--- src/rateMeter.sv ---
`timescale 1ns/1ps

module rateMeter
#(
  parameter int clockFrequencyInHz = 50000000
)
(
  input  logic clock,
  input  logic arstN,
  output logic khzTick,
  output logic hzTick
);

  localparam int khzDivide = clockFrequencyInHz / 1000;
  localparam int khzBits   = $clog2(khzDivide + 1);

  logic [khzBits-1:0] khzCount;
  logic [9:0]         hzCount;

  assign khzTick = (khzCount == '0);
  assign hzTick  = khzTick && (hzCount == 10'd0);

  // counts down so the tick falls on zero.
  always_ff @(posedge clock or negedge arstN)
  begin
    if (!arstN)
    begin
      khzCount <= khzBits'(khzDivide - 1);
      hzCount  <= 10'd999;
    end
    else
    begin
      if (khzTick)
        khzCount <= khzBits'(khzDivide - 1);
      else
        khzCount <= khzCount - 1'b1;
      // 1000 kHz ticks per second.
      if (khzTick)
      begin
        if (hzCount == 10'd0)
          hzCount <= 10'd999;
        else
          hzCount <= hzCount - 10'd1;
      end
    end
  end

endmodule

--- config.mk ---
export PLATFORM = sky130hd
export DESIGN_NAME = rateMeter
export DESIGN_NICKNAME = d
export VERILOG_FILES = /design/src/rateMeter.sv
export SDC_FILE = /design/constraint.sdc
export NUM_CORES = 1
export LEC_CHECK = 0
export ABC_AREA = 1
export BUFFER_PORTS_ARGS = -buffer_cell sky130_fd_sc_hd__buf_2
export CORE_MARGIN = 4
export CORE_UTILIZATION = 28
export DETAILED_ROUTE_END_ITERATION = 7
export PLACE_DENSITY = 0.47
export SLEW_MARGIN = 20
export SYNTH_ARGS = -nofsm -noshare
export SYNTH_HDL_FRONTEND = slang
export SYNTH_SLANG_ARGS = --single-unit
--- constraint.sdc ---
create_clock -name clock -period 1.7 [get_ports clock]
set_input_delay 0.255 -clock clock [delete_from_list [all_inputs] [get_ports clock]]
set_output_delay 0.255 -clock clock [all_outputs]
set_load 0.1 [all_outputs]
### After elaboration in Yosys (flattened, before gate mapping)

Index checks and enable logic that the tools add are counted.

| word-level totals | value |
|---|---|
| register bits | 26 |
| input port bits | 2 |
| output and inout bits | 2 |
| word-level logic and storage cells | 9 |

| cells by class | value |
|---|---|
| add/subtract/negate cells | 2 |
| muxes and demuxes | 2 |
| reduce and logical (&&, ||, !) cells | 3 |

Operators by type and width:

| cell | number |
|---|---|
| $logic_not A16 Y1 | 1 |
| $mux W16 | 1 |
| $sub A16 B1 Y16 const B | 1 |
| $logic_not A10 Y1 | 1 |
| $mux W10 | 1 |
| $sub A10 B1 Y10 const B | 1 |
| $logic_and A1 B1 Y1 | 1 |

### Depth between registers and ports, before layout

| logic depth | value |
|---|---|
| depth in word-level cells | 2 |
| depth in mapped cells | 10 |
| gate-level depth less buffers | 9 |

### Worst setup path after synthesis

Ideal clock, no wire load.

| timing path | value |
|---|---|
| path kind | register to output |
| start | reg hzCount[0] |
| end | out hzTick |
| arrival | 2.976 ns |
| required time | 1.445 ns |
| slack | -1.531 ns |
| stages on the path, launching flop included | 7 |
| buffers on the path | 0 |
| cell sequence | dfstp_2 -> inv_1 -> ha_1 -> nand2_1 -> nor2_1 -> nand3_1 -> nor3_1 |

| on the way | value |
|---|---|
| cells in the longest elaborated chain, start to end | 2 |

Ends and longest elaborated chain:

| what | line | RTL |
|---|---|---|
| start, declared | 18 | `logic [9:0] hzCount;` |
| start signal, assigned | 43 | `hzCount <= hzCount - 10'd1;` |
| $logic_not A10 Y1 | 21 | `assign hzTick = khzTick && (hzCount == 10'd0);` |
| $logic_and A1 B1 Y1 | 21 |  |
| end, declared | 11 | `output logic hzTick` |

Every way passes these cells.

### Worst setup path in the final report

| timing path | value |
|---|---|
| start | reg hzCount[1] |
| end | out hzTick |

The elaborated chain is that of the path after synthesis.

==> impl_summary.md <==
Run status
The flow ran to the end, but the final reports show violations. The final reports fail on negative setup slack.

Synthesis
The cell area after technology mapping is 0.001608 mm². The part of the Yosys area used for sequential elements is 41.79%. Counting distinct cell types in the post-synthesis netlist gives 26. In the post-synthesis netlist, the biggest area contributors are sky130_fd_sc_hd__dfstp_2 28%, sky130_fd_sc_hd__dfrtp_1 14%, sky130_fd_sc_hd__nand2_1 13%, sky130_fd_sc_hd__nor2_1 8.4%, sky130_fd_sc_hd__nand3_1 6.8%. The count of synthesis-stage warnings from yosys is 0. The share of Yosys cell area claimed by the top area cell type is 27.78%. The number of nets handed over by synthesis was 225. The synthesized design spends more area on one cell type than any other, namely sky130_fd_sc_hd__dfstp_2. Counting every instance in the synthesized netlist gives 220. The synthesized area per cell is 7.308 µm². Synthesis inferred 26 register bits.

Power
The sequential group share of total power is 58.5%. Summed over all cells, the static leakage comes to 0.9942 nW. The part of the total power dissipated in the clock network is 40.1%. The areal power density over the cells is 507.3 mW/mm². Of the total power, combinational logic draws 1.4%.

Internal power comes to 0.0008306 W. The peak supply drop is 306.2 µV. The design draws 0.001061 W. In this run the power spent charging and discharging nets is 0.0002301 W. The switching power as a share of total power is 21.69%.

Die
The x dimension of the die is 83.78 µm. 4 I/O pins were placed. The area of the core is 0.005540 mm². The initial utilization of the core area, before any placement, comes to 29.02%. The die height is 83.78 µm. The area of the die is 0.007018 mm². The initialized floorplan defines 27 standard-cell rows.

Setup path
The largest single stage delay on the critical path is 400 ps. The type of origin of the critical path is a flip-flop. In this run the worst path has a maximum fanout of 3. Data on the critical path arrives at its endpoint at 1570 ps. The buffer and inverter count on the worst path is 2. The critical path capture point type is a primary output.

For the worst setup path, the data required time is 1440 ps. The critical path's top delay family is simple AND/OR/NAND/NOR gates. The signal on the critical path passes through inv_2, ha_4, nand2_4, nor2_4, nand3_2, nor3_4, buf_12.

The category of the critical setup timing path is flip-flop to primary output. On the critical path, the stage with the largest delay is an instance of sky130_fd_sc_hd__dfstp_2.

Clocking
The TritonCTS clock tree is built. No sink is reached through more buffers than the 2 on the longest clock path. Buffers inserted during clock tree synthesis total 3. The number of clock sinks is 26. The count of H-tree levels built during CTS is 1.

Clock tree synthesis selected as its root buffer the cell sky130_fd_sc_hd__clkbuf_8. The insertion delay of the later-clocked pin in the worst-skew pair is 280 ps. Clock-pin slew was measured on the worst setup and hold paths at 100 ps.

Detailed routing
After detailed routing, the average wire length per cell comes to 11.54 µm. The via total after detailed routing is 1442. The number of routed nets with antenna violations is 0. The routed design has 3.749 mm of wire. For this run, design rule violations remaining after detail routing come to 0.

The detailed-router iteration count before antenna repair is 4. The first-iteration detailed-routing DRC count is 54. The number of vias per cell is 4.437.

Timing
The worst pin sits at a relative slew slack of 59.43%. The slew at the pin closest to its max-slew limit is 608.5 ps. The post-route worst setup slack is -129.4 ps. The number of hold violations in the final report was 0.

Setup repair after global routing could not meet its margin everywhere. Static timing analysis puts the maximum clock frequency at 546.6 MHz. The smallest clock period supported by the final layout is computed as 1829 ps. The number of slew-limit violations in the final report is 0. Setup violations remaining at the end of the flow were counted as 2. Between clock sinks in the finished design, the worst skew comes to 5.187 ps.

The post-route clock period utilization is 107.6%.

Global routing
The initial antenna violation count is 0. The via count of the first global-routing pass is 1325. The overflow left after global routing is 0. The largest net degree at the start of global routing is 27. The aggregate global-route resource usage is 11.18%. The global-route wire length before repair is 6.334 mm.

Place
The setup slack at placement is 19.30 ps. The sum of net half-perimeters after detailed placement is 2.711 mm. After detailed placement, the design holds a cell count of 305.

Input and output buffers added on the ports amount to 3. The global placer's final weighted congestion is 0.7664.

Final layout
The number of nets in the layout is 259. Compared with the post-synthesis result, the final layout area differs by 30.04%. The total inserted antenna cells is 0.

The share of cells above drive strength 1 is 35.18%. The filler-free cell count of the finished design is 325.

Hold path
The class of the worst hold path is flip-flop to flip-flop.

Flow run
Across the run, the number of max-cap violations was 0.
[placed cells by master (no fill, tap or decap), types with 2 or more instances in the layout]
cell                       count
sky130_fd_sc_hd__nand2_1      50
sky130_fd_sc_hd__inv_1        23
sky130_fd_sc_hd__o21ai_2       2
sky130_fd_sc_hd__buf_12        2
sky130_fd_sc_hd__nand2_4       2
sky130_fd_sc_hd__o21ai_0      11
sky130_fd_sc_hd__ha_4          2
sky130_fd_sc_hd__dfstp_2      17
sky130_fd_sc_hd__nand3_1      20
sky130_fd_sc_hd__nand2_2       6
sky130_fd_sc_hd__nand3_2       2
sky130_fd_sc_hd__xnor2_1       3
sky130_fd_sc_hd__nor2_4        8
sky130_fd_sc_hd__inv_2         5
sky130_fd_sc_hd__clkbuf_8      4
sky130_fd_sc_hd__a21oi_1       4
sky130_fd_sc_hd__dfrtp_1       9
sky130_fd_sc_hd__nor2_1       30
sky130_fd_sc_hd__nand4_1       5
sky130_fd_sc_hd__nor2_2        8
sky130_fd_sc_hd__buf_4        26
[layer usage]
metal | part of all wire (%) | vias up | GRT usage, % | routed length, µm
li1 | - | 759 | - | -
met1 | 52 | 657 | 15.77 | 1932
met2 | 44 | 21 | 16.92 | 1660
met3 | 2.3 | 5 | 1.876 | 87
met4 | 1.8 | 0 | 4.386 | 68
met5 | 0 | - | 0 | 0
[cell type report]
class,count,area (µm²)
Fill cell,596,3450
Multi-Input combinational cell,161,892.1
Sequential cell,26,671.9
Timing Repair Buffer,31,261.5
Inverter,31,120.1
Tap cell,72,90.09
Clock buffer,4,55.05
[cell usage after synthesis]
cell type / count
sky130_fd_sc_hd__nand2_4: 1
sky130_fd_sc_hd__xor2_1: 1
sky130_fd_sc_hd__nand2_1: 54
sky130_fd_sc_hd__xnor2_1: 3
sky130_fd_sc_hd__nor2_2: 6
sky130_fd_sc_hd__nand3_1: 22
sky130_fd_sc_hd__nand2_2: 3
sky130_fd_sc_hd__dfstp_2: 17
sky130_fd_sc_hd__o21ai_2: 2
sky130_fd_sc_hd__a21boi_0: 1
sky130_fd_sc_hd__buf_6: 2
sky130_fd_sc_hd__a21oi_1: 4
sky130_fd_sc_hd__nand4_1: 5
sky130_fd_sc_hd__nand3b_1: 1
sky130_fd_sc_hd__nor2_4: 4
sky130_fd_sc_hd__o21ai_0: 11
sky130_fd_sc_hd__clkinv_1: 1
sky130_fd_sc_hd__nor3_1: 2
sky130_fd_sc_hd__ha_1: 3
sky130_fd_sc_hd__o211ai_1: 1
sky130_fd_sc_hd__a31oi_1: 1
sky130_fd_sc_hd__clkinv_2: 1
sky130_fd_sc_hd__inv_2: 1
sky130_fd_sc_hd__dfrtp_1: 9
sky130_fd_sc_hd__nor2_1: 36
sky130_fd_sc_hd__inv_1: 28
[cells by family (layout without fill, tap and decap cells)]
kind of cell / Yosys count / in the layout / synth area share [%]
simple gates: 134 / 134 / 37.90
buf+inv: 33 / 66 / 8.715
flops: 26 / 26 / 41.79
compound gates: 20 / 20 / 7.082
xor+xnor: 4 / 4 / 2.179
fa+ha+maj: 3 / 3 / 2.335
[path summary, 6_finish.rpt]
path	end	from	slack, ps	cells past startpoint
min in group asynchronous	hzCount[4]	arstN	520	2
max in group asynchronous	khzCount[4]	arstN	790	2
setup reg to reg	khzCount[12]	khzCount[0]	120	7
hold reg to reg	khzCount[0]	khzCount[0]	470	1
hold / removal	khzCount[0]	khzCount[0]	470	1
setup / recovery	hzTick	hzCount[1]	-130	7
[stage by stage]
stage                     TNS [ps]  hold WS (ps)  utilization (%)  cell area, µm²
after floorplan             -342.4        -40.59                -            1634
after global placement      -9.865         307.8            33.15            1837
after detailed placement         0         306.4            33.15            1837
after CTS                   -245.0         472.7            36.36            2014
after global routing        -335.8         484.8            37.74            2091
final                       -207.0         466.6            37.74            2091
[repair_timing]
action,in CTS,in global routing
hold buffers,1,0
pin swaps,10,7
hold endpoints to repair,6,0
setup endpoints to repair,2,3
gates resized for setup,16,7
buffers inserted,8,7
[power groups by stage]
stage	sequential (W)	combinational, W	clock (W)
2_1_floorplan	0.000631	0.000000000516	0
3_3_place_gp	0.000631	0.0000144	0
3_5_place_dp	0.000631	0.0000143	0
4_1_cts	0.000620	0.0000162	0.000443
5_1_grt	0.000621	0.0000183	0.000457
6_report	0.000620	0.0000147	0.000426
[registers in the layout, indices dropped and copies added (netlist names)]
name,flops
hzCount,10
khzCount,16
Note: power is estimated with default switching activity, not from simulation.
