**src/common/cameraPkg.sv**
```systemverilog
package cameraPkg;

  // widths with a meaning.
  typedef logic [10:0] byteCountT;
  typedef logic [7:0]  wordAddrT;
  typedef logic [31:0] busWordT;
  typedef logic [16:0] pclkKhzT;
  typedef logic [7:0]  fpsT;

  typedef enum logic [2:0] {
    idle,
    requestBus,
    initBurst,
    doBurst,
    endOk,
    endError
  } burstStateT;

  // custom instruction codes in ciValueA.
  localparam logic [2:0] cmdLineBytes  = 3'd0;
  localparam logic [2:0] cmdFrameLines = 3'd1;
  localparam logic [2:0] cmdPclkKhz    = 3'd2;
  localparam logic [2:0] cmdFps        = 3'd3;
  localparam logic [2:0] cmdReadBase   = 3'd4;
  localparam logic [2:0] cmdWriteBase  = 3'd5;
  localparam logic [2:0] cmdControl    = 3'd6;
  localparam logic [2:0] cmdShotDone   = 3'd7;

  localparam int maxBurstWords = 16;

  // luma weights 77/150/29 over 256.
  function automatic logic [7:0] rgb565ToGray(input logic [15:0] rgb);
    logic [15:0] red;
    logic [15:0] green;
    logic [15:0] blue;
    logic [15:0] sum;
    red   = {8'd0, rgb[15:11], 3'd0};
    green = {8'd0, rgb[10:5], 2'd0};
    blue  = {8'd0, rgb[4:0], 3'd0};
    sum   = 16'd77 * red + 16'd150 * green + 16'd29 * blue;
    return sum[15:8];
  endfunction

endpackage

```
**src/capture/pixelCapture.sv**
```systemverilog
`timescale 1ns/1ps

module pixelCapture import cameraPkg::*;
(
  input  logic       pclk,
  input  logic       arstN,
  input  logic       hsync,
  input  logic       vsync,
  input  logic [7:0] camData,
  input  logic       sampleKhz,
  input  logic       sampleHz,
  output logic       writeEnable,
  output wordAddrT   writeAddr,
  output busWordT    writeData,
  output logic       lineDoneRaw,
  output logic       frameStartRaw,
  output byteCountT  lineBytes,
  output byteCountT  frameLines,
  output pclkKhzT    pclkKhz,
  output fpsT        fps
);

  logic      hsyncPrev;
  logic      vsyncPrev;
  logic      hsyncFall;
  logic      vsyncFall;
  byteCountT byteCount;
  byteCountT lineCount;
  pclkKhzT   pclkCount;
  fpsT       frameCount;
  logic [7:0] groupBytes [7];
  logic [7:0] grayPixel [4];

  assign hsyncFall = hsyncPrev & ~hsync;
  assign vsyncFall = vsyncPrev & ~vsync;

  // ==========================================================================
  // line and frame measurement
  // ==========================================================================

  always_ff @(posedge pclk or negedge arstN)
  begin
    if (!arstN)
    begin
      hsyncPrev     <= 1'b0;
      vsyncPrev     <= 1'b0;
      lineDoneRaw   <= 1'b0;
      frameStartRaw <= 1'b0;
      byteCount     <= '0;
      lineCount     <= '0;
      lineBytes     <= '0;
      frameLines    <= '0;
    end
    else
    begin
      hsyncPrev     <= hsync;
      vsyncPrev     <= vsync;
      lineDoneRaw   <= hsyncFall;
      frameStartRaw <= vsyncFall;
      if (hsyncFall)
      begin
        lineBytes <= byteCount;
        byteCount <= '0;
      end
      else if (hsync)
        byteCount <= byteCount + 11'd1;
      // line count restarts with every frame.
      if (vsyncFall)
      begin
        frameLines <= lineCount;
        lineCount  <= '0;
      end
      else if (hsyncFall)
        lineCount <= lineCount + 11'd1;
    end
  end

  // pclk cycles per kHz tick and frames per Hz tick.
  always_ff @(posedge pclk or negedge arstN)
  begin
    if (!arstN)
    begin
      pclkCount  <= '0;
      pclkKhz    <= '0;
      frameCount <= '0;
      fps        <= '0;
    end
    else
    begin
      if (sampleKhz)
      begin
        pclkKhz   <= pclkCount + 17'd1;
        pclkCount <= '0;
      end
      else
        pclkCount <= pclkCount + 17'd1;
      if (sampleHz)
      begin
        fps        <= frameCount;
        frameCount <= vsyncFall ? 8'd1 : 8'd0;
      end
      else if (vsyncFall)
        frameCount <= frameCount + 8'd1;
    end
  end

  // ==========================================================================
  // byte packing
  // ==========================================================================

  // first seven bytes of a group; the eighth is taken live.
  always_ff @(posedge pclk)
  begin
    if (hsync && (byteCount[2:0] != 3'd7))
      groupBytes[byteCount[2:0]] <= camData;
  end

  assign grayPixel[0] = rgb565ToGray({groupBytes[0], groupBytes[1]});
  assign grayPixel[1] = rgb565ToGray({groupBytes[2], groupBytes[3]});
  assign grayPixel[2] = rgb565ToGray({groupBytes[4], groupBytes[5]});
  assign grayPixel[3] = rgb565ToGray({groupBytes[6], camData});

  // pixel k of the group lands in byte lane k.
  assign writeData   = {grayPixel[3], grayPixel[2], grayPixel[1], grayPixel[0]};
  assign writeEnable = hsync && (byteCount[2:0] == 3'd7);
  assign writeAddr   = byteCount[10:3];

endmodule

```
**config.mk**
```make
export PLATFORM = sky130hd
export DESIGN_NAME = pixelCapture
export DESIGN_NICKNAME = d
export VERILOG_FILES = /design/src/common/cameraPkg.sv /design/src/capture/pixelCapture.sv
export SDC_FILE = /design/constraint.sdc
export NUM_CORES = 1
export LEC_CHECK = 0
export BUFFER_PORTS_ARGS = -buffer_cell sky130_fd_sc_hd__clkbuf_2
export CAP_MARGIN = 30
export CORE_ASPECT_RATIO = 1.25
export CORE_MARGIN = 2
export CORE_UTILIZATION = 45
export DETAILED_ROUTE_END_ITERATION = 6
export PLACE_DENSITY_LB_ADDON = 0.1
export SYNTH_ARGS = -nofsm -noshare
export SYNTH_HDL_FRONTEND = slang
export SYNTH_SLANG_ARGS = --single-unit
```
**constraint.sdc**
```tcl
create_clock -name pclk -period 18.61 [get_ports pclk]
set_input_delay 3.722 -clock pclk [delete_from_list [all_inputs] [get_ports pclk]]
set_output_delay 3.722 -clock pclk [all_outputs]
set_load 0.01 [all_outputs]
```
**After elaboration in Yosys (flattened, before gate mapping)**

Memories as Yosys holds them, arrays and structs flattened.
Cells that the tools add are included.

- Register bits: 98
- Bits in writable memories: 56
- Input bits: 14
- Output and inout bits: 90
- Memories: 1

- Add/sub/neg operators: 12
- Multiply operators: 12
- Equal/unequal tests: 2
- Multiplexer cells: 10
- Bitwise gates (word level): 4
- Reductions and logical operators: 5

Memory list:

| name | depth | bits a word | rd ports | clocked after memory_dff | write ports | RTL line | text |
|---|---|---|---|---|---|---|---|
| groupBytes | 7 | 8 | 7 | 0 | 1 | pixelCapture.sv:31 | `logic [7:0] groupBytes [7];` |

Operators with widths:

| operator | number |
|---|---|
| $add A15 B16 Y16 | 4 |
| $add A16 B13 Y16 | 4 |
| $mul A7 B6 Y13 const A | 4 |
| $mul A7 B5 Y12 const A | 4 |
| $mux W11 | 4 |
| $mul A5 B5 Y10 const A | 4 |
| $add A11 B1 Y11 const B | 2 |
| $add A17 B1 Y17 const B | 1 |
| $mux W17 | 1 |
| $mux W8 | 2 |
| $add A8 B1 Y8 const B | 1 |
| $reduce_bool A2 Y1 | 3 |
| $eq A3 B3 Y1 const B | 1 |
| $mux W1 | 3 |
| $ne A3 B3 Y1 const B | 1 |
| $and A1 B1 Y1 | 2 |
| $logic_and A1 B1 Y1 | 2 |
| $not A1 Y1 | 2 |

**Logic depth before layout (Yosys ltp)**

- Word-level depth: 4
- Depth in mapped cells: 21
- Gate-level depth less buffers: 21

**Worst setup path after synthesis**

No wires, ideal clock.

- Path type: input-to-output
- Start: input camData[5]
- End: output writeData[31]
- Arrival: 7.526 ns
- Slack: 7.362 ns
- Cell stages on the path: 20
- Buffers on the path: 0
- Path through: ha_1 > ha_1 > fa_1 > inv_1 > fa_1 > nor2b_1 > o21ai_0 > a21oi_1 > o21ai_0 > nor2b_1 > xor2_1 > fa_1 > inv_1 > ha_1 > nand2_1 > o21ai_0 > nand2_1 > o31ai_1 > nor2_1 > xor2_1

- Longest elaborated chain between the ends: 3

RTL lines:

| item | RTL line | text |
|---|---|---|
| start: declaration | pixelCapture.sv:9 | `input logic [7:0] camData,` |
| $mul A7 B6 Y13 | cameraPkg.sv:40 | `sum = 16'd77 * red + 16'd150 * green + 16'd29 * blue;` |
| $add A15 B16 Y16 | cameraPkg.sv:40 |  |
| $add A16 B13 Y16 | cameraPkg.sv:40 |  |
| end: declaration | pixelCapture.sv:14 | `output busWordT writeData,` |

Every way passes these cells.

**Worst setup path after layout**

Same ends and word-level chain as after synthesis.

==> impl_metrics.ini <==
[synth]
avgSynthCellArea_um2 = 10.3
synthFlopType = dfrtp_1
synthMostInstantiatedCell = ha_1
synth_compound_area_frac = 0.0972
muxShareOfSynthArea = 0.0179
syn-num-nets = 1852
ys_seq_elements = 154
seq_area_frac_synth = 0.279
synth.distinct_cells = 61
ys_async_sr_fraction = 0.636
yosys_warnings = 0
synthXorXnorAreaFrac = 0.0757
synth_area_leader_cell = ha_1
synthTopCellsByCount = ha_1 (321), inv_1 (166), nor2_1 (100)
synth_top_area_frac = 0.271
synthSimpleGateAreaFrac = 0.0940
syn_area_um2 = 14800
post_synth_fa_ha_maj_area_fraction = 0.385
ys_top_cells_by_area = ha_1 (27%), dfrtp_1 (17%), edfxtp_1 (11%)
synth_edf_count = 56
synthCells = 1433
synth_top_family_by_area = adder cells

[clock_network]
clock-sinks = 154
cts_tree = yes
cts_setup_buffers = 0
cts-htree-levels = 4
cts_buffers = 17
cts_buffer_depth = 2
clkTransAtPathRegs_ns = 0.06
cts_resized = 0
cts-root-buf = clkbuf_16
cts_hold_buf = 0
clk_latency_ns = 0.43

[critical_path]
cp_data_arrival_time_ns = 8.31
end_kind = primary output
path_cells = clkbuf_2 -> ha_1 -> ha_1 -> fa_1 -> inv_1 -> fa_1 -> nor2b_1 -> o21ai_0 -> a21oi_1 -> o21ai_0 -> nor2b_1 -> xor2_1 -> fa_1 -> inv_1 -> ha_1 -> nand2_1 -> o21ai_0 -> nand2_1 -> o31ai_1 -> nor2_1 -> xor2_1 -> clkbuf_2
slowest_stage = fa_1
max_stage_delay_ns = 0.55
cp_num_buf_inv = 4
crit_path_start_kind = input pin
worstPathMaxFanout = 11
critPathKind = input pin to primary output
crit_required_ns = 14.89
cpLargestDelayFamily = adder cells
path_depth = 22
rr_worst_depth = 7

[routing]
ant_nets = 0
first_iter_violations = 315
routed_wl_mm = 28.6
wl_per_cell_um = 14.5
drt-vias-per-instance = 5.16
via_count = 10200
drt_first_pass_iters = 5
drc = 0

[power]
p_leak_nw = 8.38
seqPwrFrac = 0.176
power_frac_comb = 0.674
p_sw_frac = 0.455
pwr_density_cell_nw_per_um2 = 137
cell_internal_pwr_mw = 1.22
p_sw_mw = 1.02
p_total_mw = 2.24
pwr-share-clk = 0.151
ir_drop_mv = 0.204

[placed_design]
dp_slack_ns = 6.56
port-buffer-count = 103
placed_area_um2 = 15800
dpl.hpwl_mm = 23.3
place_congestion = 0.770

[sta]
timing.fmax_ghz = 0.0831
report.final.slew_viol_count = 0
setup_slack_ns = 6.58
rsz0062_at_grt = no
clock_skew_ns = 0.0143
fin_crit_ns = 12.03
finalHoldViolCount = 0
max_slew_margin = 0.389
setup_viol = 0
fin_setup_tns_ns = 0
timing.final.crit_share = 0.647
worst_pin_slew_ns = 0.916

[finish]
fillCellCount = 3074
drive_above_1_share = 0.114
synthToLayoutAreaGrowth_pct = 10.5
antenna-diode-count = 0
fin_nets = 1956
final_core_util = 0.502
stdcell_area_um2 = 16400

[die]
dieArea_um2 = 34400
initial_core_util = 0.454
num_rows = 74
io_pins = 104
die_w_um = 166
dieHeight_um = 207
coreArea_um2 = 32600

[run]
cap_violations = 0

[min_path]
hold_class = flop to flop
hold_depth = 2

[global_route]
antenna_found_initial = 0
grt_pass1_wl_mm = 49.1
grt_remaining_overflow = 0
grt_usage = 0.174
grt_max_degree = 76
grt_pass1_vias = 10300

[outcome]
status = finished, final reports clean
layer usage:
metal | up-vias | routed length (µm) | global-route usage
met3 | 23 | 839 | 0.0246
met1 | 4881 | 12600 | 0.213
met4 | 0 | 360 | 0.0446
li1 | 5136 | - | -
met2 | 118 | 14800 | 0.322
met5 | - | 0 | 0
path summary, 6_finish.rpt:
| kind | slack [ns] | startpoint | to |
|---|---|---|---|
| worst min-delay path | 0.48 | lineBytes[4] | lineBytes[4] |
| min in group asynchronous | 3.17 | arstN | pclkKhz[8] |
| worst max-delay path | 6.58 | camData[5] | writeData[31] |
| worst min register to register | 0.48 | lineBytes[4] | lineBytes[4] |
| max in group asynchronous | 14.55 | arstN | frameLines[2] |
| worst max register to register | 16.43 | hsyncPrev | lineCount[7] |
per-stage QoR:
stage          instances  hold WS [ns]
2_1_floorplan       1433         0.466
3_3_place_gp        1934         0.460
3_5_place_dp        1935         0.462
4_1_cts             1967         0.486
5_1_grt             1968         0.503
6_report            1968         0.483
worst register-to-register path, stage by stage, from the launching register on:
cell and delay [ns]:
dfrtp_1 0.38, nand2b_1 0.62, inv_4 0.23, and3_1 0.28, and4_1 0.25, nand3_1 0.11, xor2_1 0.15, nor2_1 0.05
layout make-up:
type,count,area [µm²],share of cell area
clock buffers,17,425,0.0260
multi-input cells,1088,9920,0.606
repair buffers,109,581,0.0355
clock inverters,15,151,0.00925
flip-flops and latches,154,4130,0.253
inverters,167,629,0.0385
well taps,418,523,0.0320
flip-flops by register name, summed over array words and instances (netlist names), 8 cells and up:
name        flops
lineCount      11
byteCount      11
lineBytes      11
pclkCount      17
pclkKhz        17
fps             8
groupBytes     56
frameLines     11
frameCount      8
layout by cell type (no fill, tap or decap), types with 3 or more instances in the layout:
| cell | netlist | final |
|---|---|---|
| or3_1 | 4 | 4 |
| a21o_1 | 29 | 29 |
| o21ai_0 | 44 | 44 |
| nand2b_1 | 10 | 10 |
| o31ai_1 | 5 | 5 |
| and2_1 | 3 | 3 |
| nor4_1 | 4 | 4 |
| nand4_1 | 8 | 8 |
| nor2b_1 | 12 | 11 |
| dfrtp_1 | 98 | 98 |
| and4_1 | 3 | 3 |
| nand3_1 | 28 | 28 |
| and3_1 | 10 | 10 |
| xor2_1 | 66 | 66 |
| nor2_1 | 100 | 100 |
| ha_1 | 321 | 321 |
| a21oi_1 | 81 | 81 |
| edfxtp_1 | 56 | 56 |
| clkbuf_16 | 0 | 17 |
| xnor2_1 | 62 | 62 |
| mux2i_1 | 4 | 4 |
| a21boi_0 | 7 | 7 |
| inv_8 | 0 | 3 |
| o41ai_1 | 4 | 4 |
| a22o_1 | 5 | 5 |
| inv_1 | 166 | 166 |
| a211o_1 | 3 | 3 |
| nand2_1 | 93 | 93 |
| clkbuf_2 | 0 | 102 |
| fa_1 | 84 | 84 |
| a31oi_1 | 3 | 3 |
| inv_6 | 0 | 6 |
| o21a_1 | 6 | 6 |
| nor3_1 | 20 | 20 |
| or2_2 | 4 | 4 |
| o22ai_1 | 5 | 5 |
| mux2_2 | 20 | 20 |
| o21bai_1 | 14 | 14 |
| buf_4 | 8 | 5 |
kinds of logic after synthesis:
| logic type | after synthesis |
|---|---|
| AOI/OAI and AO/OA | 226 |
| xor gates and xnor gates | 128 |
| adders and majority gates | 405 |
| buffers and inverters | 191 |
| DFF | 154 |
| muxes | 24 |
| and+or+nand+nor | 305 |
power groups by stage:
stage | Combinational (mW) | Clock (mW) | Sequential (mW)
finish | 1.51 | 0.337 | 0.393
global route | 1.72 | 0.360 | 0.396
CTS | 1.54 | 0.344 | 0.393
detailed placement | 1.53 | 0 | 0.400
global placement | 1.52 | 0 | 0.400
floorplan | 1.08 | 0 | 0.395
Power figures use the tool's default switching activity.
