$ cat src/common/cameraPkg.sv
package cameraPkg;

  // widths with a meaning.
  typedef logic [10:0] byteCountT;
  typedef logic [7:0]  wordAddrT;
  typedef logic [31:0] busWordT;
  typedef logic [16:0] pclkKhzT;
  typedef logic [7:0]  fpsT;

  typedef enum logic [2:0] {
    idle,
    requestBus,
    initBurst,
    doBurst,
    endOk,
    endError
  } burstStateT;

  // custom instruction codes in ciValueA.
  localparam logic [2:0] cmdLineBytes  = 3'd0;
  localparam logic [2:0] cmdFrameLines = 3'd1;
  localparam logic [2:0] cmdPclkKhz    = 3'd2;
  localparam logic [2:0] cmdFps        = 3'd3;
  localparam logic [2:0] cmdReadBase   = 3'd4;
  localparam logic [2:0] cmdWriteBase  = 3'd5;
  localparam logic [2:0] cmdControl    = 3'd6;
  localparam logic [2:0] cmdShotDone   = 3'd7;

  localparam int maxBurstWords = 16;

  // luma weights 77/150/29 over 256.
  function automatic logic [7:0] rgb565ToGray(input logic [15:0] rgb);
    logic [15:0] red;
    logic [15:0] green;
    logic [15:0] blue;
    logic [15:0] sum;
    red   = {8'd0, rgb[15:11], 3'd0};
    green = {8'd0, rgb[10:5], 2'd0};
    blue  = {8'd0, rgb[4:0], 3'd0};
    sum   = 16'd77 * red + 16'd150 * green + 16'd29 * blue;
    return sum[15:8];
  endfunction

endpackage

$ cat src/common/grabberCfgIf.sv
`timescale 1ns/1ps

interface grabberCfgIf import cameraPkg::*; ();

  // set by software through the register block.
  busWordT frameBase;
  logic    grabActive;
  logic    shotRequest;

  // single-cycle events from the burst controller.
  logic    shotFinished;
  logic    shotConsumed;

  modport regs (
    output frameBase,
    output grabActive,
    output shotRequest,
    input  shotFinished,
    input  shotConsumed
  );

  modport ctrl (
    input  frameBase,
    input  grabActive,
    input  shotRequest,
    output shotFinished,
    output shotConsumed
  );

endinterface

$ cat src/ciRegisters.sv
`timescale 1ns/1ps

module ciRegisters import cameraPkg::*;
#(
  parameter logic [7:0] customInstructionId = 8'd0
)
(
  input  logic       clock,
  input  logic       arstN,
  input  logic       ciStart,
  input  logic       ciCke,
  input  logic [7:0] ciN,
  input  busWordT    ciValueA,
  input  busWordT    ciValueB,
  input  byteCountT  lineBytes,
  input  byteCountT  frameLines,
  input  pclkKhzT    pclkKhz,
  input  fpsT        fps,
  output busWordT    ciResult,
  output logic       ciDone,
  grabberCfgIf.regs  cfg
);

  logic       selected;
  logic       cmdValid;
  logic [2:0] command;
  logic       shotDone;
  busWordT    readValue;

  assign selected = ciStart && ciCke && (ciN == customInstructionId);
  assign cmdValid = (ciValueA[31:3] == '0);
  assign command  = ciValueA[2:0];

  assign ciDone   = selected;
  assign ciResult = selected ? readValue : '0;

  // ==========================================================================
  // configuration registers
  // ==========================================================================

  always_ff @(posedge clock or negedge arstN)
  begin
    if (!arstN)
    begin
      cfg.frameBase   <= '0;
      cfg.grabActive  <= 1'b0;
      cfg.shotRequest <= 1'b0;
      shotDone        <= 1'b0;
    end
    else
    begin
      if (selected && cmdValid && (command == cmdWriteBase))
        cfg.frameBase <= {ciValueB[31:2], 2'b00};
      if (selected && cmdValid && (command == cmdControl))
        cfg.grabActive <= (ciValueB[1:0] == 2'b01);
      // a request stays pending until a frame start takes it.
      if (selected && cmdValid && (command == cmdControl) && (ciValueB[1:0] == 2'b10))
        cfg.shotRequest <= 1'b1;
      else if (cfg.shotConsumed)
        cfg.shotRequest <= 1'b0;
      // finish beats a read in the same cycle.
      if (cfg.shotFinished)
        shotDone <= 1'b1;
      else if (selected && cmdValid && (command == cmdShotDone))
        shotDone <= 1'b0;
    end
  end

  // measurements are quasi-static, read straight across.
  always_comb
  begin
    readValue = '0;
    if (cmdValid)
    begin
      case (command)
        cmdLineBytes:  readValue = busWordT'(lineBytes);
        cmdFrameLines: readValue = busWordT'(frameLines);
        cmdPclkKhz:    readValue = busWordT'(pclkKhz);
        cmdFps:        readValue = busWordT'(fps);
        cmdReadBase:   readValue = cfg.frameBase;
        cmdShotDone:   readValue = busWordT'(shotDone);
        default:       readValue = '0;
      endcase
    end
  end

endmodule

$ cat src/flat_wrapper.sv
// flat-port wrapper written by rule: the top's interface ports become plain ports
module ciRegisters_flat import cameraPkg::*;
#(
  parameter logic [7:0] customInstructionId = 8'd0
)
  (clock, arstN, ciStart, ciCke, ciN, ciValueA, ciValueB, lineBytes, frameLines, pclkKhz, fps, ciResult, ciDone, cfg_frameBase, cfg_grabActive, cfg_shotRequest, cfg_shotFinished, cfg_shotConsumed);
  grabberCfgIf cfg_i ();
  input  logic clock;
  input  logic arstN;
  input  logic ciStart;
  input  logic ciCke;
  input  logic [7:0] ciN;
  input  busWordT ciValueA;
  input  busWordT ciValueB;
  input  byteCountT lineBytes;
  input  byteCountT frameLines;
  input  pclkKhzT pclkKhz;
  input  fpsT fps;
  output busWordT ciResult;
  output logic ciDone;
  output wire logic [$bits(cfg_i.frameBase)-1:0] cfg_frameBase;
  output wire logic [$bits(cfg_i.grabActive)-1:0] cfg_grabActive;
  output wire logic [$bits(cfg_i.shotRequest)-1:0] cfg_shotRequest;
  input wire logic [$bits(cfg_i.shotFinished)-1:0] cfg_shotFinished;
  input wire logic [$bits(cfg_i.shotConsumed)-1:0] cfg_shotConsumed;
  assign cfg_frameBase = cfg_i.frameBase;
  assign cfg_grabActive = cfg_i.grabActive;
  assign cfg_shotRequest = cfg_i.shotRequest;
  assign cfg_i.shotFinished = cfg_shotFinished;
  assign cfg_i.shotConsumed = cfg_shotConsumed;
  ciRegisters #(.customInstructionId(customInstructionId)) u_core (.clock(clock), .arstN(arstN), .ciStart(ciStart), .ciCke(ciCke), .ciN(ciN), .ciValueA(ciValueA), .ciValueB(ciValueB), .lineBytes(lineBytes), .frameLines(frameLines), .pclkKhz(pclkKhz), .fps(fps), .ciResult(ciResult), .ciDone(ciDone), .cfg(cfg_i));
endmodule
$ cat config.mk
export PLATFORM = sky130hd
export DESIGN_NAME = ciRegisters_flat
export DESIGN_NICKNAME = d
export VERILOG_FILES = /design/src/common/cameraPkg.sv /design/src/common/grabberCfgIf.sv /design/src/ciRegisters.sv /design/src/flat_wrapper.sv
export SDC_FILE = /design/constraint.sdc
export NUM_CORES = 1
export LEC_CHECK = 0
export ABC_CLOCK_PERIOD_IN_PS = 1500
export BUFFER_PORTS_ARGS = -buffer_cell sky130_fd_sc_hd__buf_2
export CAP_MARGIN = 20
export CORE_MARGIN = 5
export CORE_UTILIZATION = 25
export CTS_CLUSTER_SIZE = 14
export DETAILED_ROUTE_END_ITERATION = 10
export PLACE_DENSITY_LB_ADDON = 0.1
export SETUP_SLACK_MARGIN = 0.2
export SLEW_MARGIN = 10
export SYNTH_ARGS = -nofsm -noshare
export SYNTH_HDL_FRONTEND = slang
export SYNTH_SLANG_ARGS = --single-unit
export TNS_END_PERCENT = 30
$ cat constraint.sdc
create_clock -name clock -period 1.5 [get_ports clock]
set_input_delay 0.075 -clock clock [delete_from_list [all_inputs] [get_ports clock]]
set_output_delay 0.075 -clock clock [all_outputs]
set_load 0.02 [all_outputs]
# After elaboration in Yosys (flattened, before gate mapping)
# Index checks and enable logic that the tools add are counted.
# word_totals
register_bits	33
in_bits	125
out_inout_bits	67
wordCells	32
# op_classes
eq_ne	9
mux	7
n_reduce_logical	12
# op_table
op	count
32-bit one-hot mux with 6 select lines	1
32-bit two-way mux	2
29-bit logical NOT	1
3-bit equality test (second input constant)	4
8-bit logical NOT	1
1-bit logical AND	7
3-bit by 2-bit equality test with 1-bit output (second input constant)	2
1-bit two-way mux	4
2-bit nonzero test	2
3-bit by 1-bit equality test with 1-bit output (second input constant)	1
3-bit logical NOT	1
2-bit by 1-bit equality test with 1-bit output (second input constant)	1
2-bit equality test (second input constant)	1

# Logic depth before layout (Yosys ltp)
# Gate-level depths: netlist of the first run.
# depth
depth_word	6
depth_mapped	6

# Worst setup path before layout of the first run
# Ideal clock, no wire load.
# synth_path
kind	input-to-output
from	in ciValueA[19]
to	out ciResult[13]
arrival_time_ns	1.869
setup_slack_ns	-0.444
cell_stages	5
path_buffers	1
cell_sequence	nor4_1 nand4_2 or3_4 buf_6 nor4_1
# synth_via
elab_chain_len	3
# synth_rtl
element	line	source
from (decl)	flat_wrapper.sv:13	input busWordT ciValueA;
29-bit logical NOT	ciRegisters.sv:31	assign cmdValid = (ciValueA[31:3] == '0);
32-bit two-way mux	ciRegisters.sv:73	if (cmdValid)
32-bit two-way mux	ciRegisters.sv:35	assign ciResult = selected ? readValue : '0;
to (decl)	flat_wrapper.sv:19	output busWordT ciResult;
# Every way passes these cells.

# Final worst setup path of the first run
# layout_path
from	in ciValueA[3]
to	out ciResult[11]
# Same word-level chain as after synthesis.

==> results of run 1 <==
-- timing repair --
| action | in CTS | in global routing |
|---|---|---|
| gates cloned | 1 | 0 |
| setup buffers | 6 | 2 |
| setup endpoints to repair | 63 | 64 |
| pin swaps | 16 | 11 |
| hold buffers | 3 | 2 |
| endpoints found under the hold margin | 15 | 2 |
| gates resized for setup | 64 | 7 |
-- sequential cells by signal (all words and copies together), names as in the netlist --
name                    flops
u_core.shotDone             1
u_core.cfg.grabActive       1
u_core.cfg.shotRequest      1
u_core.cfg.frameBase       30
-- power by group --
part	switching [mW]	internal, mW
clock	0.375	0.541
combinational	0.207	0.244
sequential	0.00000000000000194	0.889
total	0.582	1.67
-- worst min-delay path by stage --
stage,to,slack [ns],cells after the start
floorplan,u_core.cfg.frameBase[10]$_DFFE_PN0P_,-0.22,0
global placement,u_core.cfg.frameBase[30]$_DFFE_PN0P_,-0.009,1
detailed placement,u_core.cfg.frameBase[30]$_DFFE_PN0P_,0.003,1
CTS,u_core.cfg.frameBase[26]$_DFFE_PN0P_,0.0002,2
global route,u_core.cfg.frameBase[26]$_DFFE_PN0P_,0.0004,2
finish,u_core.cfg.frameBase[26]$_DFFE_PN0P_,0.02,2
-- logic make-up (layout without fill, tap and decap cells) --
group | after synthesis | in the layout
and+or+nand+nor | 71 | 72
DFF | 33 | 33
other | 1 | 2
muxes | 45 | 45
AOI/OAI and AO/OA | 27 | 27
buffers and inverters | 19 | 237
xor gates and xnor gates | 1 | 1
-- area by class of cell --
type                            instances  share of cell area [%]
Timing Repair Buffer                  225                    34.4
Tap cell                              111                    3.28
Clock buffer                            6                    1.95
Sequential cell                        33                    19.5
Multi-Input combinational cell        147                    39.6
Inverter                                4                   0.354
Clock inverter                          2                   0.885
-- metrics by stage --
step	std cells	setup slack, ns
final	528	-0.186
after global routing	528	-0.290
after CTS	524	-0.215
after detailed placement	506	-0.366
after global placement	506	-0.342
after floorplan	198	-0.138
-- routing by layer --
metal | up-vias | global-route usage, % | wire length [um]
met3 | 4 | 4.80 | 773
met2 | 110 | 25.8 | 4230
met1 | 1153 | 17.9 | 3570
li1 | 1161 | - | -
met4 | 0 | 3.01 | 55
met5 | - | 0 | 0
-- Yosys cell counts, drive strengths merged --
cell	count	area (um2)
nor2b	4	25.0
and2	19	119
a22oi	9	67.6
inv	4	15.0
nor2	7	26.3
nor3b	2	20.0
o211a	3	30.0
mux4	5	113
mux2	31	462
nand2b	2	12.5
o22ai	1	6.26
conb	1	3.75
xnor2	1	8.76
a21boi	3	22.5
o21ai	9	45.0
o41ai	1	8.76
nand2	8	30.0
buf	11	96.3
clkbuf	4	15.0
nor3	6	30.0
nand4	3	46.3
or3	1	11.3
nand3	2	10.0
dfrtp	33	826
a21oi	1	5.00
mux2i	9	90.1
nor4	17	183
==> results.md, run 1 <==
- Register area: 826 um2
- Starting density of the core: 25.4%
- Avg Inst Size Synth: 11.8 um2
- Initial antenna violation count: 0
- Fillers: 909
- CP arrival: 1.61 ns
- Failing checks: negative setup slack
- CP Cell Sequence: buf_2, nor4_4, nand4_4, buf_6, or3_4, nor4_4, buf_4
- Most frequent cells in the layout: 147 x buf_2, 44 x buf_4, 33 x dfrtp_1, 31 x mux2_4, 27 x buf_6
- Die area: 11300 um2
- Vias in the first global route: 2673
- N_diodes: 0
- Avg Vias per Cell: 4.60
- Die width: 106 um
- Die extent in y: 106 um
- Final critical path time including I/O delays and setup: 1.69 ns
- HPWL after DPL: 6.76 mm
- Hold path start: ciValueB[26]
- CP Capture Point: ciResult[11]
- Final Util: 46.3%
- Num rows: 35
- Synth cell types: 36
- Multi-input gate area: 1680 um2
- Most common cell after layout, fill and taps aside: buf_2
- GP Congestion: 0.750
- DRT Pass-1 Iters: 4
- Worst setup startpoint: ciValueA[3]
- Fin nets: 541
- Simple-gate share of the synthesized area: 22.0%
- Flip-flop and latch count after synthesis: 33
- Worst EP required: 1.42 ns
- Crit path kind: primary input to output port
- R2r endpoint: u_core.cfg.frameBase[9]$_DFFE_PN0P_
- Pwr/cell area: 532 nW/um2
- Min Hold Slack: 0.0153 ns
- Grt total ovfl: 0
- Final WS setup: -0.186 ns
- Delay-heaviest family, CP: simple AND/OR/NAND/NOR gates
- Dpl cell area: 3710 um2
- Final wirelength: 8.63 mm
- Clock Tree Root: clkbuf_8
- Area grow syn2layout: 82.2%
- CP bufs+invs: 3
- Clk_lat worst skew: 0.28 ns
- Post-DR wirelength/cell: 16.3 um
- Yosys warning count: 0
- Synth Area in Adders: 0%
- Layout cell share with drive strength beyond 1: 71.2%
- DRT iter0 DRCs: 78
- Achievable Freq: 0.593 GHz
- Crit. End Element: output port
- Combinational family with the most area after synthesis: multiplexers
- H-tree Lvls: 2
- Crit path largest cell delay: 0.47 ns
- CTS tree: done
- Max_cap viols: 0
- Mapped Cells: 197
- Core area: 9150 um2
- Final Hold Vio Count: 0
- Port bufs: 189
- Synth Area in Compound Gates: 7.96%
- Crit path depth: 7
- Setup_tns: -8.09 ns
- R2R cell count: 1
- Outcome: finished with violations
- R2R setup slack: 0.69 ns
- Pwr Total: 2.26 mW
- Sequential-to-total area share from yosys stat: 35.5%
- Final instance area: 4240 um2
- DRC violation count after routing: 0
- Clock Pin Slew Worst Setup and Hold Paths: 0.08 ns
- CTS Buf Count: 5
- RSZ-0062 raised after global routing: yes
- Worst min-delay path category: primary input to flip-flop
- Peak supply drop: 0.000384 V
- Via count: 2428
- Synth Area in XOR/XNOR: 0.376%
- Buffer depth of the longest clock path: 2
- Final Cycle Share: 112%
- Max-slew violations: 0
- I/O Pins: 192
- Leak: 2.18 nW
- Slowest CP cell: or3_4
- Most common cell type on the critical path: nor4_4
- R2R Path Start: u_core.cfg.frameBase[9]$_DFFE_PN0P_
- Pin count of the biggest net entering global routing: 22
- # setup viols final: 62
- Post-synthesis mux area share: 28.5%
- Critical path launch point type: primary input
- Cell area after synthesis: 2330 um2
- Gr usage total: 14.8%
- Clock Sinks: 33
- First-pass GRT wire length: 13.4 mm
- Setup Skew: 0 ns
- Antenna Nets Post-Route: 0
- Worst Path Max Fanout: 6
Note: power is estimated with default switching activity, not from simulation.
==> inputs of run 2 (changes only) <==
- ABC_AREA: unset -> 1
- ABC_CLOCK_PERIOD_IN_PS: 1500 -> 1800
- clock period: 1.5 -> 1.8 ns (I/O delays scaled with it)
==> results.md, run 2 <==
- CTS Buf Count: 5 (unchanged)
- N_diodes: 0 (unchanged)
- Sequential-to-total area share from yosys stat: 33.4% (-2.1 points)
- Worst Path Max Fanout: 30 (+24)
- Cell area after synthesis: 2470 um2 (+6.2%)
- Peak supply drop: 0.000254 V (-34%)
- Clock Sinks: 33 (unchanged)
- Crit path kind: primary input to output port
- Die extent in y: 109 um (+2.8%)
- Post-DR wirelength/cell: 13.6 um (-17%)
- Worst Tran Pin Value: 0.755 ns
- Post-cts sizing count: 0 (-100%)
- Internal power of the cells: 1.19 mW (-29%)
- Leading area contributor after synthesis: dfrtp_1
- Top reg by flops: u_core.cfg.frameBase
- Fin nets: 704 (+30%)
- Setup Skew: 0 ns (unchanged)
- Die area: 12000 um2 (+5.6%)
- Gr usage total: 15.3% (+0.49 points)
- Die width: 109 um (+2.8%)
- Count leader, synth: nand2_1
- Synth async-reset ratio: 100% (unchanged)
- Vias in the first global route: 3072 (+15%)
- Grt total ovfl: 0 (unchanged)
- Most frequent cells in the layout: 189 x buf_2, 155 x nand2_1, 86 x nor2_1, 34 x nand4_1, 33 x dfrtp_1
- RSZ-0062 raised after global routing: no
- Core area: 9730 um2 (+6.3%)
- EDFF count, synth: 0 (unchanged)
- Yosys warning count: 0 (unchanged)
- Max-slew violations: 0 (unchanged)
- Most common cell after layout, fill and taps aside: buf_2
- H-tree Lvls: 2 (unchanged)
- Top cell type's share of synthesized area: 33.4% (-2.1 points)
- Avg Vias per Cell: 4.37 (-5.0%)
- Initial antenna violation count: 0 (unchanged)
- Outcome: completed
- DRT Pass-1 Iters: 4 (unchanged)
- Psw: 0.415 mW (-29%)
- Critical path launch point type: primary input
- Clock Pin Slew Worst Setup and Hold Paths: 0.07 ns (about the same)
- Via count: 3112 (+28%)
- Max_slew headroom: 49.7%
- Num rows: 36 (+2.9%)
- Pwr Total: 1.61 mW (-29%)
- Clk_lat worst skew: 0.28 ns (about the same)
- Switch share: 25.9% (+0.052 points)
- HPWL after DPL: 7.79 mm (+15%)
- Most common cell type on the critical path: buf_2
- First-pass GRT wire length: 14.6 mm (+9.0%)
- Slowest CP cell: buf_12
- Power share of the clock group: 35.0% (-5.6 points)
- Pwr/cell area: 440 nW/um2 (-17%)
- Synth cell types: 23 (-36%)
- Pin count of the biggest net entering global routing: 34 (+55%)
- Placed Cells: 703 (+39%)
- Final critical path time including I/O delays and setup: 1.48 ns
- Setup_tns: 0 ns (+8.09 ns)
- Port bufs: 189 (unchanged)
- Synth cell count leaders: 155 x nand2_1, 87 x nor2_1, 34 x nand4_1
- # setup viols final: 0 (-100%)
- Layout cell share with drive strength beyond 1: 37.8% (-33 points)
- Antenna Nets Post-Route: 0 (unchanged)
- CP arrival: 1.39 ns (-0.22 ns)
- Avg Inst Size Synth: 6.32 um2 (-47%)
- Buffer depth of the longest clock path: 2 (unchanged)
- Starting density of the core: 25.4% (-0.029 points)
- Flip-flop and latch count after synthesis: 33 (unchanged)
- Reg power frac: 46.2% (+6.8 points)
- Achievable Freq: 0.676 GHz
- DRC violation count after routing: 0 (unchanged)
- Leak: 2.15 nW (-1.5%)
- Final Cycle Share: 82.1%
- Main synth FF type: dfrtp_1
- Gate power share: 18.8% (-1.2 points)
- Top cells by area, synth: dfrtp_1 33%, nand2_1 24%, nor2_1 13%
- Final non-filler cell total: 712 (+35%)
- CP Cell Sequence: buf_2, inv_1, nand2_1, nor2_2, buf_12, a22o_1, clkinv_1, nor2_1, buf_2
- GP Congestion: 0.750 (about the same)
- R2R setup slack: 1.13 ns (+0.44 ns)
- DRT iter0 DRCs: 225 (+190%)
- Crit. End Element: output port
- Max reg flops: 30 (unchanged)
- Final Hold Vio Count: 0 (unchanged)
- Crit path largest cell delay: 0.20 ns (-0.27 ns)
- Clock Tree Root: clkbuf_8
- Worst min-delay path category: primary input to flip-flop
- Worst EP required: 1.71 ns (+0.29 ns)
- Area grow syn2layout: 47.8%
- Final wirelength: 9.65 mm (+12%)
- CTS tree: done
- Max_cap viols: 0 (unchanged)
- Mapped Cells: 391 (+98%)
- I/O Pins: 192 (unchanged)
-- run 2: cell count changes after synthesis, sizes merged, moves of 12 or more --
cell   change
and2      -19
nand2    +148
nor2      +81
inv       +16
mux2      -31
buf       +12
nand4     +31
nand3     +14
nor4      -17
-- run 2: cell families after synthesis --
family | synth area share [%]
flops | 33.4
buf+inv | 9.67
simple gates | 53.4
compound gates | 3.39
other cells | 0.152
-- run 2: timing repair --
action / in CTS / in global routing
hold endpoints to repair: 34 / 0
setup buffers: 0 / 0
hold buffers: 2 / 0
-- run 2: per-stage QoR --
stage	util [%]	hold WS (ns)	worst slack, ns	area, um2
2_1_floorplan	-	-0.206	0.384	2470
3_3_place_gp	36.4	0.217	0.315	3550
3_5_place_dp	36.4	0.215	0.307	3550
4_1_cts	37.5	0.0324	0.303	3650
5_1_grt	37.5	0.0358	0.202	3650
6_report	37.5	0.0404	0.322	3650
-- run 2: worst max-delay path, delay by kind of cell --
kind / cells / cell delay, ns
and+or+nand+nor: 3 / 0.39
buffers and inverters: 5 / 0.73
AOI/OAI and AO/OA: 1 / 0.17
-- run 2: worst paths after layout --
path	start	to	cells after the start
worst max-delay path	ciValueA[0]	ciResult[16]	9
worst min-delay path	cfg_shotConsumed	u_core.cfg.shotRequest$_DFFE_PN0P_	4
worst max register to register	u_core.cfg.frameBase[16]$_DFFE_PN0P_	u_core.cfg.frameBase[16]$_DFFE_PN0P_	2
worst min register to register	u_core.cfg.grabActive$_DFFE_PN0P_	u_core.cfg.grabActive$_DFFE_PN0P_	2
max in group asynchronous	arstN	u_core.cfg.frameBase[17]$_DFFE_PN0P_	2
min in group asynchronous	arstN	u_core.cfg.frameBase[3]$_DFFE_PN0P_	2
-- run 2: cell type report --
type,count,area (um2)
fill,1112,6080
multi-input combinational,313,1420
sequential,33,826
inverter,23,86.3
tap,133,166
clock buffer,7,86.3
timing repair buffer,203,1070
-- run 2: per-layer routing --
| metal | vias up | part of all wire [%] | track usage (%) |
|---|---|---|---|
| li1 | 1618 | - | - |
| met1 | 1361 | 44 | 19.2 |
| met2 | 131 | 46 | 27.1 |
| met3 | 2 | 9.7 | 3.70 |
| met4 | 0 | 0.33 | 2.14 |
| met5 | - | 0 | 0 |
-- run 2: power by group through the flow --
stage	registers [mW]	logic (mW)	clock network (mW)
after global placement	0.755	0.297	0
after floorplan	0.756	0.112	0
after CTS	0.741	0.305	0.586
after detailed placement	0.755	0.300	0
final	0.742	0.302	0.562
after global routing	0.741	0.341	0.618
